[config.mk]
export PLATFORM = sky130hd
export DESIGN_NAME = skid_buffer
export DESIGN_NICKNAME = d
export VERILOG_FILES = /design/src/rtl/skid_buffer.sv
export SDC_FILE = /design/constraint.sdc
export NUM_CORES = 1
export LEC_CHECK = 0
export ABC_AREA = 0
export ABC_CLOCK_PERIOD_IN_PS = 1200
export BUFFER_PORTS_ARGS = -buffer_cell sky130_fd_sc_hd__buf_2
export CORE_MARGIN = 2
export CORE_UTILIZATION = 43
export CTS_CLUSTER_SIZE = 20
export DETAILED_ROUTE_END_ITERATION = 8
export GPL_TIMING_DRIVEN = 0
export PLACE_DENSITY = 0.78
export RECOVER_POWER = 100
export SLEW_MARGIN = 20
export SYNTH_ARGS = -nofsm -noshare
export SYNTH_HDL_FRONTEND = slang
export SYNTH_SLANG_ARGS = --single-unit
[constraint.sdc]
create_clock -name axi_clock -period 1.2 [get_ports axi_clock]
set_clock_uncertainty 0.05 [all_clocks]
set_input_delay 0.18 -clock axi_clock [delete_from_list [all_inputs] [get_ports axi_clock]]
set_output_delay 0.18 -clock axi_clock [all_outputs]
set_load 0.02 [all_outputs]
[src/rtl/skid_buffer.sv]
`timescale 1ns/100ps

module skid_buffer #(
    parameter type payload_t = logic [31:0]
) (
    input  logic     axi_clock,
    input  logic     rst,
    input  payload_t din,
    input  logic     din_valid,
    output logic     din_ready,
    output payload_t dout,
    output logic     dout_valid,
    input  logic     dout_ready
);

    logic     full;
    logic     full_next;
    payload_t hold;

    // occupancy for the next cycle
    always_comb begin
        if (full) begin
            full_next = ~dout_ready;
        end else begin
            full_next = din_valid & din_ready & ~dout_ready;
        end
    end

    always_ff @(posedge axi_clock) begin
        if (rst) begin
            full      <= 1'b0;
            din_ready <= 1'b0;
        end else begin
            full      <= full_next;
            din_ready <= ~full_next;
        end
    end

    // capture only while empty so a held item is never overwritten
    always_ff @(posedge axi_clock) begin
        if (!full) begin
            hold <= din;
        end
    end

    // pass-through when empty
    assign dout       = full ? hold : din;
    assign dout_valid = full | (din_valid & din_ready);

endmodule

[Word-level counts from Yosys, hierarchy flattened]
Cells that the tools add are included.
Widths: inputs -> output; s select.
Operators by class
  mux-type cells: 2
  bitwise operators: 5
Operator list (number)
  $mux 32: 1
  $and 1x1->1: 2
  $not 1->1: 2
  $mux 1: 1
  $or 1x1->1: 1
Storage, ports and cells
  register bits after elaboration: 34
  input port bits: 36
  output and inout bits: 34

[Logic depth before layout (Yosys ltp)]
  depth in word-level cells: 4
  mapped depth: 3

[Least setup slack after synthesis]
OpenSTA, ideal clock, no wires.
  path type: reg2out
  start: register full
  end: output dout[0] in the netlist's numbering
  arrival time: 0.913 ns
  setup slack: 0.057 ns
  stages on the path, launching flop included: 4
  path buffers: 2
  path through: dfxtp_1 > buf_6 > buf_12 > mux2_4
RTL lines
  start: declaration: line 16  | logic full;
  start signal: assignment: line 34  | full <= full_next;
  end: declaration: line 11  | output payload_t dout,

==> summary.txt <==
=====================================================================================
Most frequent cells in the layout ...................................... buf_2 (37), buf_6 (33), dfxtp_1 (33)
Die ar. ................................................................    3350 um^2
Type of element launching the critical path ............................    flip-flop
Final period util ......................................................         137%
Number of vias per cell ................................................         4.46
Slew at the pin with the worst max-slew slack ..........................     0.148 ns
Starting density of the core ...........................................        45.3%
Post-layout net count ..................................................          190
Sequential-to-total area share from yosys stat .........................        54.5%
Final total negative setup slack .......................................    -13.83 ns
Most area-consuming cells after synthesis .............................. dfxtp_1 (54%), mux2_4 (36%), buf_12 (4.8%)
Tightest Hold Check Type ...............................................    in -> reg
CTS tree ...............................................................          yes
Initial antenna violation count ........................................            0
H-tree levels ..........................................................            2
Number of maximum-capacitance violations ...............................            0
Switching power share of the total .....................................        23.7%
Final setup fails ......................................................           33
CTS root buffer ........................................................     clkbuf_4
R2R Path End ........................................................... hold[26]$_DFF_P_
First-pass GRT wire length .............................................      3860 um
Cell area after technology mapping .....................................    1250 um^2
Pint ...................................................................      1.97 mW
Iter 0 DRT Violations ..................................................           16
Reg clk slew, reported paths ...........................................      0.10 ns
Count of vias placed by the detailed router ............................          829
Shortest period the worst path allows ..................................      1.64 ns
Synthesized netlist net count ..........................................          110
Crit end category ...................................................... primary output
Instance count of the mapped netlist ...................................           74
Synth unique cells .....................................................            9
Source of the worst hold timing path ...................................      din[30]
Sequential Power Share .................................................        47.7%
CTS Buf Count ..........................................................            5
Synth-to-Final Area Change .............................................        56.8%
Failing checks ......................................................... negative setup slack
Wirelength per Cell ....................................................      14.1 um
Per-instance average area after synthesis ..............................    16.9 um^2
Number of clock sinks seen by CTS ......................................           34
Remaining DRCs .........................................................            0
Top-Level Pins .........................................................           70
Number of antenna cells inserted .......................................            0
Routed WL ..............................................................      2630 um
GRT Resource Usage Total ...............................................        16.0%
NetSw ..................................................................       613 uW
Post-synth top area share ..............................................        54.5%
Endpoint with the worst hold slack ..................................... hold[30]$_DFF_P_
Synthesis Warnings .....................................................            0
Layout cells sized above 1 .............................................        74.2%
Cell area after placement ..............................................    1630 um^2
PwrDens ................................................................ 1320 nW/um^2
Final GP Congestion ....................................................        0.619
FF+latch area ..........................................................     682 um^2
Largest net degree at the start of global routing ......................           11
Worst slew margin relative to its limit ................................        90.1%
Final worst-path setup slack ...........................................    -0.442 ns
First-pass detailed-route iteration total ..............................            3
Cell count of the worst reg-to-reg path ................................            3
Setup repair after global routing missed its margin ....................          yes
R2r setup slk ..........................................................      0.09 ns
Max Freq ...............................................................    0.609 GHz
CP Data Required Time ..................................................      0.97 ns
Count of nets left with antenna violations after detail routing ........            0
Most frequent standard cell in the layout excluding fill and tap cells .        buf_2
Vert. Die Dim ..........................................................      57.9 um
Largest fanout on the critical path ....................................           10
Multi-input gate area ..................................................     508 um^2
Chip width .............................................................      57.9 um
Maximum resistive drop on vdd ..........................................      1690 uV
Combinational cell fraction of total power .............................        21.3%
Number of buffers added on ports .......................................           69
Min-Delay Path Depth ...................................................            2
Critical register-to-register path startpoint .......................... full$_SDFF_PP0_
Yosys reg bits .........................................................           34
Max-slew violation count ...............................................            0
Maximum root-to-sink buffer count ......................................            2
Remaining Overflow, GRT ................................................            0
Core Box Area ..........................................................    2760 um^2
Number of filler instances in the final layout .........................          183
Static Leak ............................................................     0.954 nW
Critical Path AT .......................................................      1.41 ns
Worst Setup Path Type ..................................................   reg -> out
Worst skew pair latency ................................................      0.33 ns
Clk pwr share ..........................................................        31.0%
Run status ............................................................. complete, but fails checks
Placed wire-length estimate after detailed placement ...................      1760 um
Final hold violation count .............................................            0
Post-layout instance area ..............................................    1960 um^2
Cell taking the most area after synthesis ..............................      dfxtp_1
Vias in the first global route .........................................          877
Site row count .........................................................           19
=====================================================================================
==> logic make-up after synthesis <==
family	share of synthesized area (%)
and+or+nand+nor	0.601
AOI/OAI and AO/OA	1.10
buffers and inverters	6.01
DFF	54.5
muxes	37.8
==> worst max path at each step <==
stage                     cells past startpoint       end       startpoint  slack (ns)
after floorplan                               3   dout[0]  full$_SDFF_PP0_        0.06
after global placement                        4  dout[27]  full$_SDFF_PP0_       -0.09
after detailed placement                      4  dout[13]  full$_SDFF_PP0_       -0.11
after CTS                                     4  dout[13]  full$_SDFF_PP0_       -0.47
after global routing                          4  dout[28]  full$_SDFF_PP0_       -0.50
final                                         4  dout[28]  full$_SDFF_PP0_       -0.44
==> flip-flops by register name (all words and copies together), names as in the netlist <==
| register | flops |
|---|---|
| full | 1 |
| din_ready | 1 |
| hold | 32 |
==> area by class of cell <==
cell class / instances / area share, %
sequential: 34 / 34.8
timing repair buffer: 73 / 29.6
multi-input combinational: 35 / 25.9
buffer: 4 / 3.64
clock buffer: 7 / 2.30
tap: 31 / 1.98
clock inverter: 1 / 1.53
inverter: 1 / 0.192
==> Yosys cell counts <==
library cell / n
a21o_2: 1
a21oi_1: 1
buf_12: 3
buf_6: 1
dfxtp_1: 34
inv_1: 1
mux2_2: 2
mux2_4: 30
nor3b_1: 1
==> layer usage <==
metal  vias up  part of all wire [%]  global-route usage [%]
met5         -                     0                       0
met4         0                  0.88                    8.97
met3         3                    11                    7.81
li1        413                     -                       -
met1       366                    38                    17.4
met2        47                    50                    25.5
==> worst max-delay path, stage by stage (launching register included) <==
cell and delay (ns):
dfxtp_2 0.34, buf_6 0.13, buf_12 0.15, mux2_4 0.31, buf_2 0.16
==> power by group through the flow <==
stage / Combinational, mW / Sequential [mW] / Clock [mW]
2_1_floorplan: 0.283 / 1.25 / 0
3_3_place_gp: 0.416 / 1.25 / 0
4_1_cts: 0.494 / 1.23 / 0.818
6_report: 0.550 / 1.23 / 0.801
5_1_grt: 0.580 / 1.24 / 0.869
3_5_place_dp: 0.427 / 1.26 / 0
==> stage by stage <==
stage	hold WS [ns]	total power, mW	cells	utilization, %	setup WS (ns)
2_1_floorplan	0.199	1.54	74	-	0.0569
3_3_place_gp	0.300	1.67	174	59.3	-0.0892
3_5_place_dp	0.309	1.68	174	59.3	-0.106
4_1_cts	0.0161	2.54	185	67.0	-0.468
5_1_grt	0.0110	2.69	186	71.1	-0.503
6_report	0.0404	2.58	186	71.1	-0.442
==> timing repair <==
item	4_1_cts	5_1_grt
hold buffers	2	0
resized for setup	35	33
setup endpoints to repair	33	33
pin swaps	0	0
setup buffers	1	1
endpoints found under the hold margin	2	0
No activity file was read; power rests on OpenSTA's default activity.
