==> src/rtl/axil_pkg.sv <==
package axil_pkg;

    // response code carried on bresp and rresp
    typedef logic [1:0] axil_resp_t;

    localparam axil_resp_t AXIL_RESP_OKAY   = 2'b00;
    localparam axil_resp_t AXIL_RESP_EXOKAY = 2'b01;
    localparam axil_resp_t AXIL_RESP_SLVERR = 2'b10;
    localparam axil_resp_t AXIL_RESP_DECERR = 2'b11;

    // low address bits below the word index
    localparam int AXIL_BYTE_OFFSET = 2;

    // protection field width that this slave ignores
    localparam int AXIL_PROT_WIDTH = 3;

endpackage

==> src/rtl/bram_pkg.sv <==
package bram_pkg;

    // clocks from address to data at the RAM port
    localparam int BRAM_READ_LATENCY = 1;

    // power-up value of every memory bit and of the output register
    localparam logic BRAM_INIT_BIT = 1'b0;

endpackage

==> src/rtl/axil_bram_arbiter.sv <==
`timescale 1ns/100ps

module axil_bram_arbiter
    import axil_pkg::*;
    import bram_pkg::*;
#(
    parameter int DATA_WIDTH = 32,
    parameter int ADDR_WIDTH = 10
) (
    input  logic                  axi_clock,
    input  logic                  rst,

    // read address from its skid buffer
    input  logic [ADDR_WIDTH-1:0] raddr,
    input  logic                  raddr_valid,
    output logic                  raddr_ready,

    // write address and data from their skid buffers
    input  logic [ADDR_WIDTH-1:0] waddr,
    input  logic                  waddr_valid,
    output logic                  waddr_ready,
    input  logic [DATA_WIDTH-1:0] wdata,
    input  logic                  wdata_valid,
    output logic                  wdata_ready,

    // read response path
    output logic                  rdata_push,
    input  logic                  s_axil_rvalid,
    input  logic                  s_axil_rready,

    // write response channel
    output logic                  s_axil_bvalid,
    input  logic                  s_axil_bready,
    output axil_resp_t            s_axil_bresp,

    // RAM port
    output logic [ADDR_WIDTH-1:0] bram_addr,
    output logic [DATA_WIDTH-1:0] bram_din,
    output logic                  bram_we
);

    logic                         read_stall;
    logic                         write_stall;
    logic                         resp_stall;
    logic                         read_grant;
    logic                         write_grant;
    logic [BRAM_READ_LATENCY-1:0] read_pipe;

    // a held response blocks all new RAM accesses
    assign read_stall  = s_axil_rvalid & ~s_axil_rready;
    assign write_stall = s_axil_bvalid & ~s_axil_bready;
    assign resp_stall  = read_stall | write_stall;

    // reads first, writes need both address and data
    assign read_grant  = raddr_valid & ~resp_stall;
    assign write_grant = waddr_valid & wdata_valid & ~raddr_valid & ~resp_stall;

    assign raddr_ready = read_grant;
    // aw and w pop together
    assign waddr_ready = write_grant;
    assign wdata_ready = write_grant;

    // RAM port drive
    assign bram_addr = write_grant ? waddr : raddr;
    assign bram_din  = wdata;
    assign bram_we   = write_grant;

    // read valid follows the grant by the RAM latency
    always_ff @(posedge axi_clock) begin
        if (rst) begin
            read_pipe <= '0;
        end else begin
            read_pipe <= (read_pipe << 1) | BRAM_READ_LATENCY'(read_grant);
        end
    end

    // the stall rule keeps the read-data buffer empty whenever this fires
    assign rdata_push = read_pipe[BRAM_READ_LATENCY-1];

    // write response
    always_ff @(posedge axi_clock) begin
        if (rst) begin
            s_axil_bvalid <= 1'b0;
        end else if (write_grant) begin
            s_axil_bvalid <= 1'b1;
        end else if (s_axil_bready) begin
            s_axil_bvalid <= 1'b0;
        end
    end

    // no error cases in this slave
    assign s_axil_bresp = AXIL_RESP_OKAY;

endmodule

==> config.mk <==
export PLATFORM = sky130hd
export DESIGN_NAME = axil_bram_arbiter
export DESIGN_NICKNAME = d
export VERILOG_FILES = /design/src/rtl/axil_pkg.sv /design/src/rtl/bram_pkg.sv /design/src/rtl/axil_bram_arbiter.sv
export SDC_FILE = /design/constraint.sdc
export NUM_CORES = 1
export LEC_CHECK = 0
export BUFFER_PORTS_ARGS = -buffer_cell sky130_fd_sc_hd__clkbuf_2
export CAP_MARGIN = 20
export CORE_MARGIN = 2
export CORE_UTILIZATION = 21
export DETAILED_ROUTE_END_ITERATION = 7
export GPL_TIMING_DRIVEN = 1
export HOLD_SLACK_MARGIN = 0.05
export PLACE_DENSITY = 0.76
export SYNTH_ARGS = -nofsm -noshare
export SYNTH_HDL_FRONTEND = slang
export SYNTH_SLANG_ARGS = --single-unit
==> constraint.sdc <==
create_clock -name axi_clock -period 1.4 [get_ports axi_clock]
set_input_delay 0.14 -clock axi_clock [delete_from_list [all_inputs] [get_ports axi_clock]]
set_output_delay 0.14 -clock axi_clock [all_outputs]
set_load 0.01 [all_outputs]
Yosys cells after proc, flatten, opt, wreduce, memory -nomap -nowiden
Cells that the tools add are included.
{ "classes": {"n_bitwise": 11, "n_mux": 3, "reduce_logical": 1} }
{ "ops": {"columns": ["cell", "count"], "rows": [
  ["10-bit 2-to-1 mux", 1],
  ["1-bit bitwise AND", 6],
  ["1-bit NOT", 4],
  ["1-bit 2-to-1 mux", 2],
  ["2-bit nonzero test", 1],
  ["1-bit OR", 1]
]} }
{ "totals": {"elab_cells": 17, "in_bits": 60, "ff_bits": 2, "output_inout_bits": 50} }

Longest topological paths before layout
{ "logic_depth": {"depth_word": 6, "mapped_depth": 4, "depth_no_buf": 3} }

Worst setup path before layout
No wires, ideal clock.
{ "synth_timing": {"kind": "register to output", "from": "register s_axil_bvalid", "to": "output port bram_addr[1]", "arrival_ns": 1.330, "path_buffers": 1, "path_slack_ns": -0.070, "path_stages_with_launch": 5, "required_ns": 1.260, "path_cell_list": "dfxtp_1 -> nor2b_4 -> nor4_4 -> buf_6 -> mux2_2"} }
{ "synth_via": {"elab_chain_cells": 5} }
{ "synth_rtl": {"columns": ["element", "line_no", "text"], "rows": [
  ["start, declared", "axil_bram_arbiter.sv:32", "output logic s_axil_bvalid,"],
  ["start signal, assigned", "axil_bram_arbiter.sv:83", "s_axil_bvalid <= 1'b0;"],
  ["start signal, assigned", "axil_bram_arbiter.sv:85", "s_axil_bvalid <= 1'b1;"],
  ["start signal, assigned", "axil_bram_arbiter.sv:87", "s_axil_bvalid <= 1'b0;"],
  ["1-bit bitwise AND", "axil_bram_arbiter.sv:51", "assign write_stall = s_axil_bvalid & ~s_axil_bready;"],
  ["1-bit OR", "axil_bram_arbiter.sv:52", "assign resp_stall = read_stall | write_stall;"],
  ["1-bit NOT", "axil_bram_arbiter.sv:56", "assign write_grant = waddr_valid & wdata_valid & ~raddr_valid & ~resp_stall;"],
  ["1-bit bitwise AND", "axil_bram_arbiter.sv:56", null],
  ["named net bram_we", "axil_bram_arbiter.sv:39", "output logic bram_we"],
  ["10-bit 2-to-1 mux", "axil_bram_arbiter.sv:64", "assign bram_addr = write_grant ? waddr : raddr;"],
  ["end, declared", "axil_bram_arbiter.sv:37", "output logic [ADDR_WIDTH-1:0] bram_addr,"]
]} }
The timed path passes the listed nets, and every way through them passes these cells.

Final worst setup path
{ "layout_timing": {"from": "register s_axil_bvalid", "to": "output port bram_addr[0]"} }
{ "layout_via": {"elab_chain_cells": 5} }
{ "layout_rtl": {"columns": ["element", "line_no"], "rows": [
  ["1-bit bitwise AND", "axil_bram_arbiter.sv:51"],
  ["1-bit OR", "axil_bram_arbiter.sv:52"],
  ["1-bit NOT", "axil_bram_arbiter.sv:56"],
  ["1-bit bitwise AND", "axil_bram_arbiter.sv:56"],
  ["10-bit 2-to-1 mux", "axil_bram_arbiter.sv:64"]
]} }
No other way between the ends.

==> flow_summary.ini <==
[status]
outcome = finished, violations left
violations = negative setup slack

[setup_path]
rr_worst_depth = 5
start_kind = register
regToRegEndpoint = s_axil_bvalid
cpLargestDelayFamily = simple AND/OR/NAND/NOR gates
cpPeakStageDelay_ps = 330
cp_cell_sequence = nor2b_4, nor4_4, buf_12, mux2_2, clkbuf_2
path_buf_inv = 2
crit_type = register to output pin
crit_fanout = 11
rrSetupSlack_ps = 300
crit_arrival_ps = 1510
reg2reg_from = s_axil_bvalid
required_ps = 1260
worst_setup_path_end_kind = output pin
crit_slowest_cell = mux2_2

[floorplan]
io_pins = 110
num_rows = 17
core_area_sq_mm = 0.002255
die_h_um = 53.12
dieArea_sq_mm = 0.002822
die_x_um = 53.12
initial_utilization = 0.2248

[clock_tree]
hold_buffers = 0
clock_latency_ps = 220
cts_sinks = 2
cts_made_buffers = 3
cts.reportedPaths.clkPinSlew_ps = 30
cts_tree = built
cts_root_buf = clkbuf_4
cts_max_path_buffers = 2
h-tree-depth = 1

[power]
p_comb_frac = 0.442
finalPower_uw = 331.6
vdd_ir_drop_max_v = 0.0003855
p_int_uw = 242.9
total_leakage_power_uw = 0.0003301
p_per_area_mw_per_mm2 = 562.7
power_frac_clock = 0.374
seqPwrFrac = 0.184
p_sw_frac = 0.2676
p_sw_uw = 88.75

[drt]
firstDrtPassIters = 4
wl_um = 1176
drcViolationCount = 0
num_vias = 401
postRouteAntennaNets = 0
wl_per_cell_um = 11.76
viasPerCell = 4.010
drt-initial-drc-count = 1

[finish]
finalNetCount = 134
fin_area_sq_um = 589.3
finalNonFillerCells = 100
final_util = 0.2614
antennaDiodeCount = 0
drive_gt1_frac = 0.9028
syn2layout_area_growth_pct = 16.30

[timing]
post-route-period-util = 1.179
rsz0062_at_grt = true
finClkSkew_ps = 3.207
fin_ws_ps = -250.8
hold_viol = 0
setup_violations = 13
clock.fmax_mhz = 605.8
drv_slew = 0
fin_crit_ps = 1651

[place]
placed_area_sq_um = 553.0
io_buffers = 43
place.gp.congestion = 0.5645
hpwl_um = 1044
placedCellCount = 96

[min_path]
worstHoldEndpoint = rdata_push
min_from = rst
hp-class = input port to register
min_path_cells = 2

[synthesis]
ys_seq_area_frac = 0.07901
ys_seq_elements = 2
syn_area_per_cell_sq_um = 8.890
synthCells = 57
netlist_area_sq_um = 506.7
yosysWarnings = 0
ys_types = 11

[grt]
antenna_found_initial = 0
grt_pass1_vias = 396
grt_max_degree = 12
track_usage = 0.07529
grt_overflow = 0
grt_pass1_wl_um = 1428

[flow_run]
maxCapViolCount = 0
==> state kept, by name, summed over array words and instances, names as in the netlist <==
register       cells
s_axil_bvalid      1
rdata_push         1
==> synth_stat cells (all sizes together) <==
cell   count  area [sq um]
o21ba      1         10.01
conb       1         3.750
nand2      1         3.750
nor2b      3         26.27
dfxtp      2         40.04
nor3b      1         7.510
nor4       1         21.27
mux2      10         112.6
buf       37         281.5
==> per-stage QoR <==
stage	hold slack (ps)	setup TNS, ps	worst slack, ps
finish	96.94	-2385	-250.8
global route	103.8	-3293	-319.7
CTS	91.62	-2659	-272.4
detailed placement	280.1	-1377	-162.8
global placement	280.1	-1161	-140.8
floorplan	211.6	-465.6	-58.20
==> layout by cell type (no fill, tap or decap), drive strengths merged <==
cell / Yosys / routed
conb: 1 / 2
clkbuf: 0 / 43
nor3b: 1 / 1
nor2b: 3 / 3
dfxtp: 2 / 2
nor4: 1 / 1
nand2: 1 / 1
mux2: 10 / 10
o21ba: 1 / 1
buf: 37 / 8
==> layer usage <==
layer | share of wire | routed length [um] | up-vias | GRT usage
met2 | 0.48 | 561 | 54 | 0.1500
met5 | 0 | 0 | - | 0
met3 | 0.20 | 233 | 10 | 0.02542
met1 | 0.29 | 341 | 161 | 0.04407
li1 | - | - | 176 | -
met4 | 0.034 | 40 | 0 | 0.08974
==> cell families after synthesis <==
group,synth area share
muxes,0.2222
DFF,0.07902
AOI/OAI and AO/OA,0.01975
buffers and inverters,0.5556
and+or+nand+nor,0.1160
other,0.007400
==> power by group through the flow <==
stage	combinational, uW	clock (uW)	sequential (uW)
floorplan	168	0	63.1
global placement	142	0	61.7
detailed placement	145	0	61.8
CTS	146	132	61.1
global route	157	139	61.2
finish	146	124	61.0
==> layout make-up <==
type / count / area [sq um]
multi-input combinational: 19 / 219.0
sequential: 2 / 41.29
tap: 28 / 35.03
fill: 252 / 1665
clock buffer: 3 / 22.52
timing repair buffer: 48 / 271.5
==> repair_timing <==
| action | CTS | global route |
|---|---|---|
| gates resized for setup | 0 | 4 |
| cloned | 0 | 0 |
| setup buffers | 0 | 1 |
| pin swaps | 1 | 0 |
| endpoints found under the setup margin | 13 | 13 |
==> worst max-delay path by stage <==
stage,endpoint,slack (ps),cells after the start,start
2_1_floorplan,bram_addr[1],-60,4,s_axil_bvalid
3_3_place_gp,bram_addr[0],-140,5,s_axil_bvalid
3_5_place_dp,bram_addr[0],-160,5,s_axil_bvalid
4_1_cts,bram_addr[0],-270,5,s_axil_bvalid
5_1_grt,bram_addr[0],-320,5,s_axil_bvalid
6_report,bram_addr[0],-250,5,s_axil_bvalid
(Power assumes the default switching activity.)
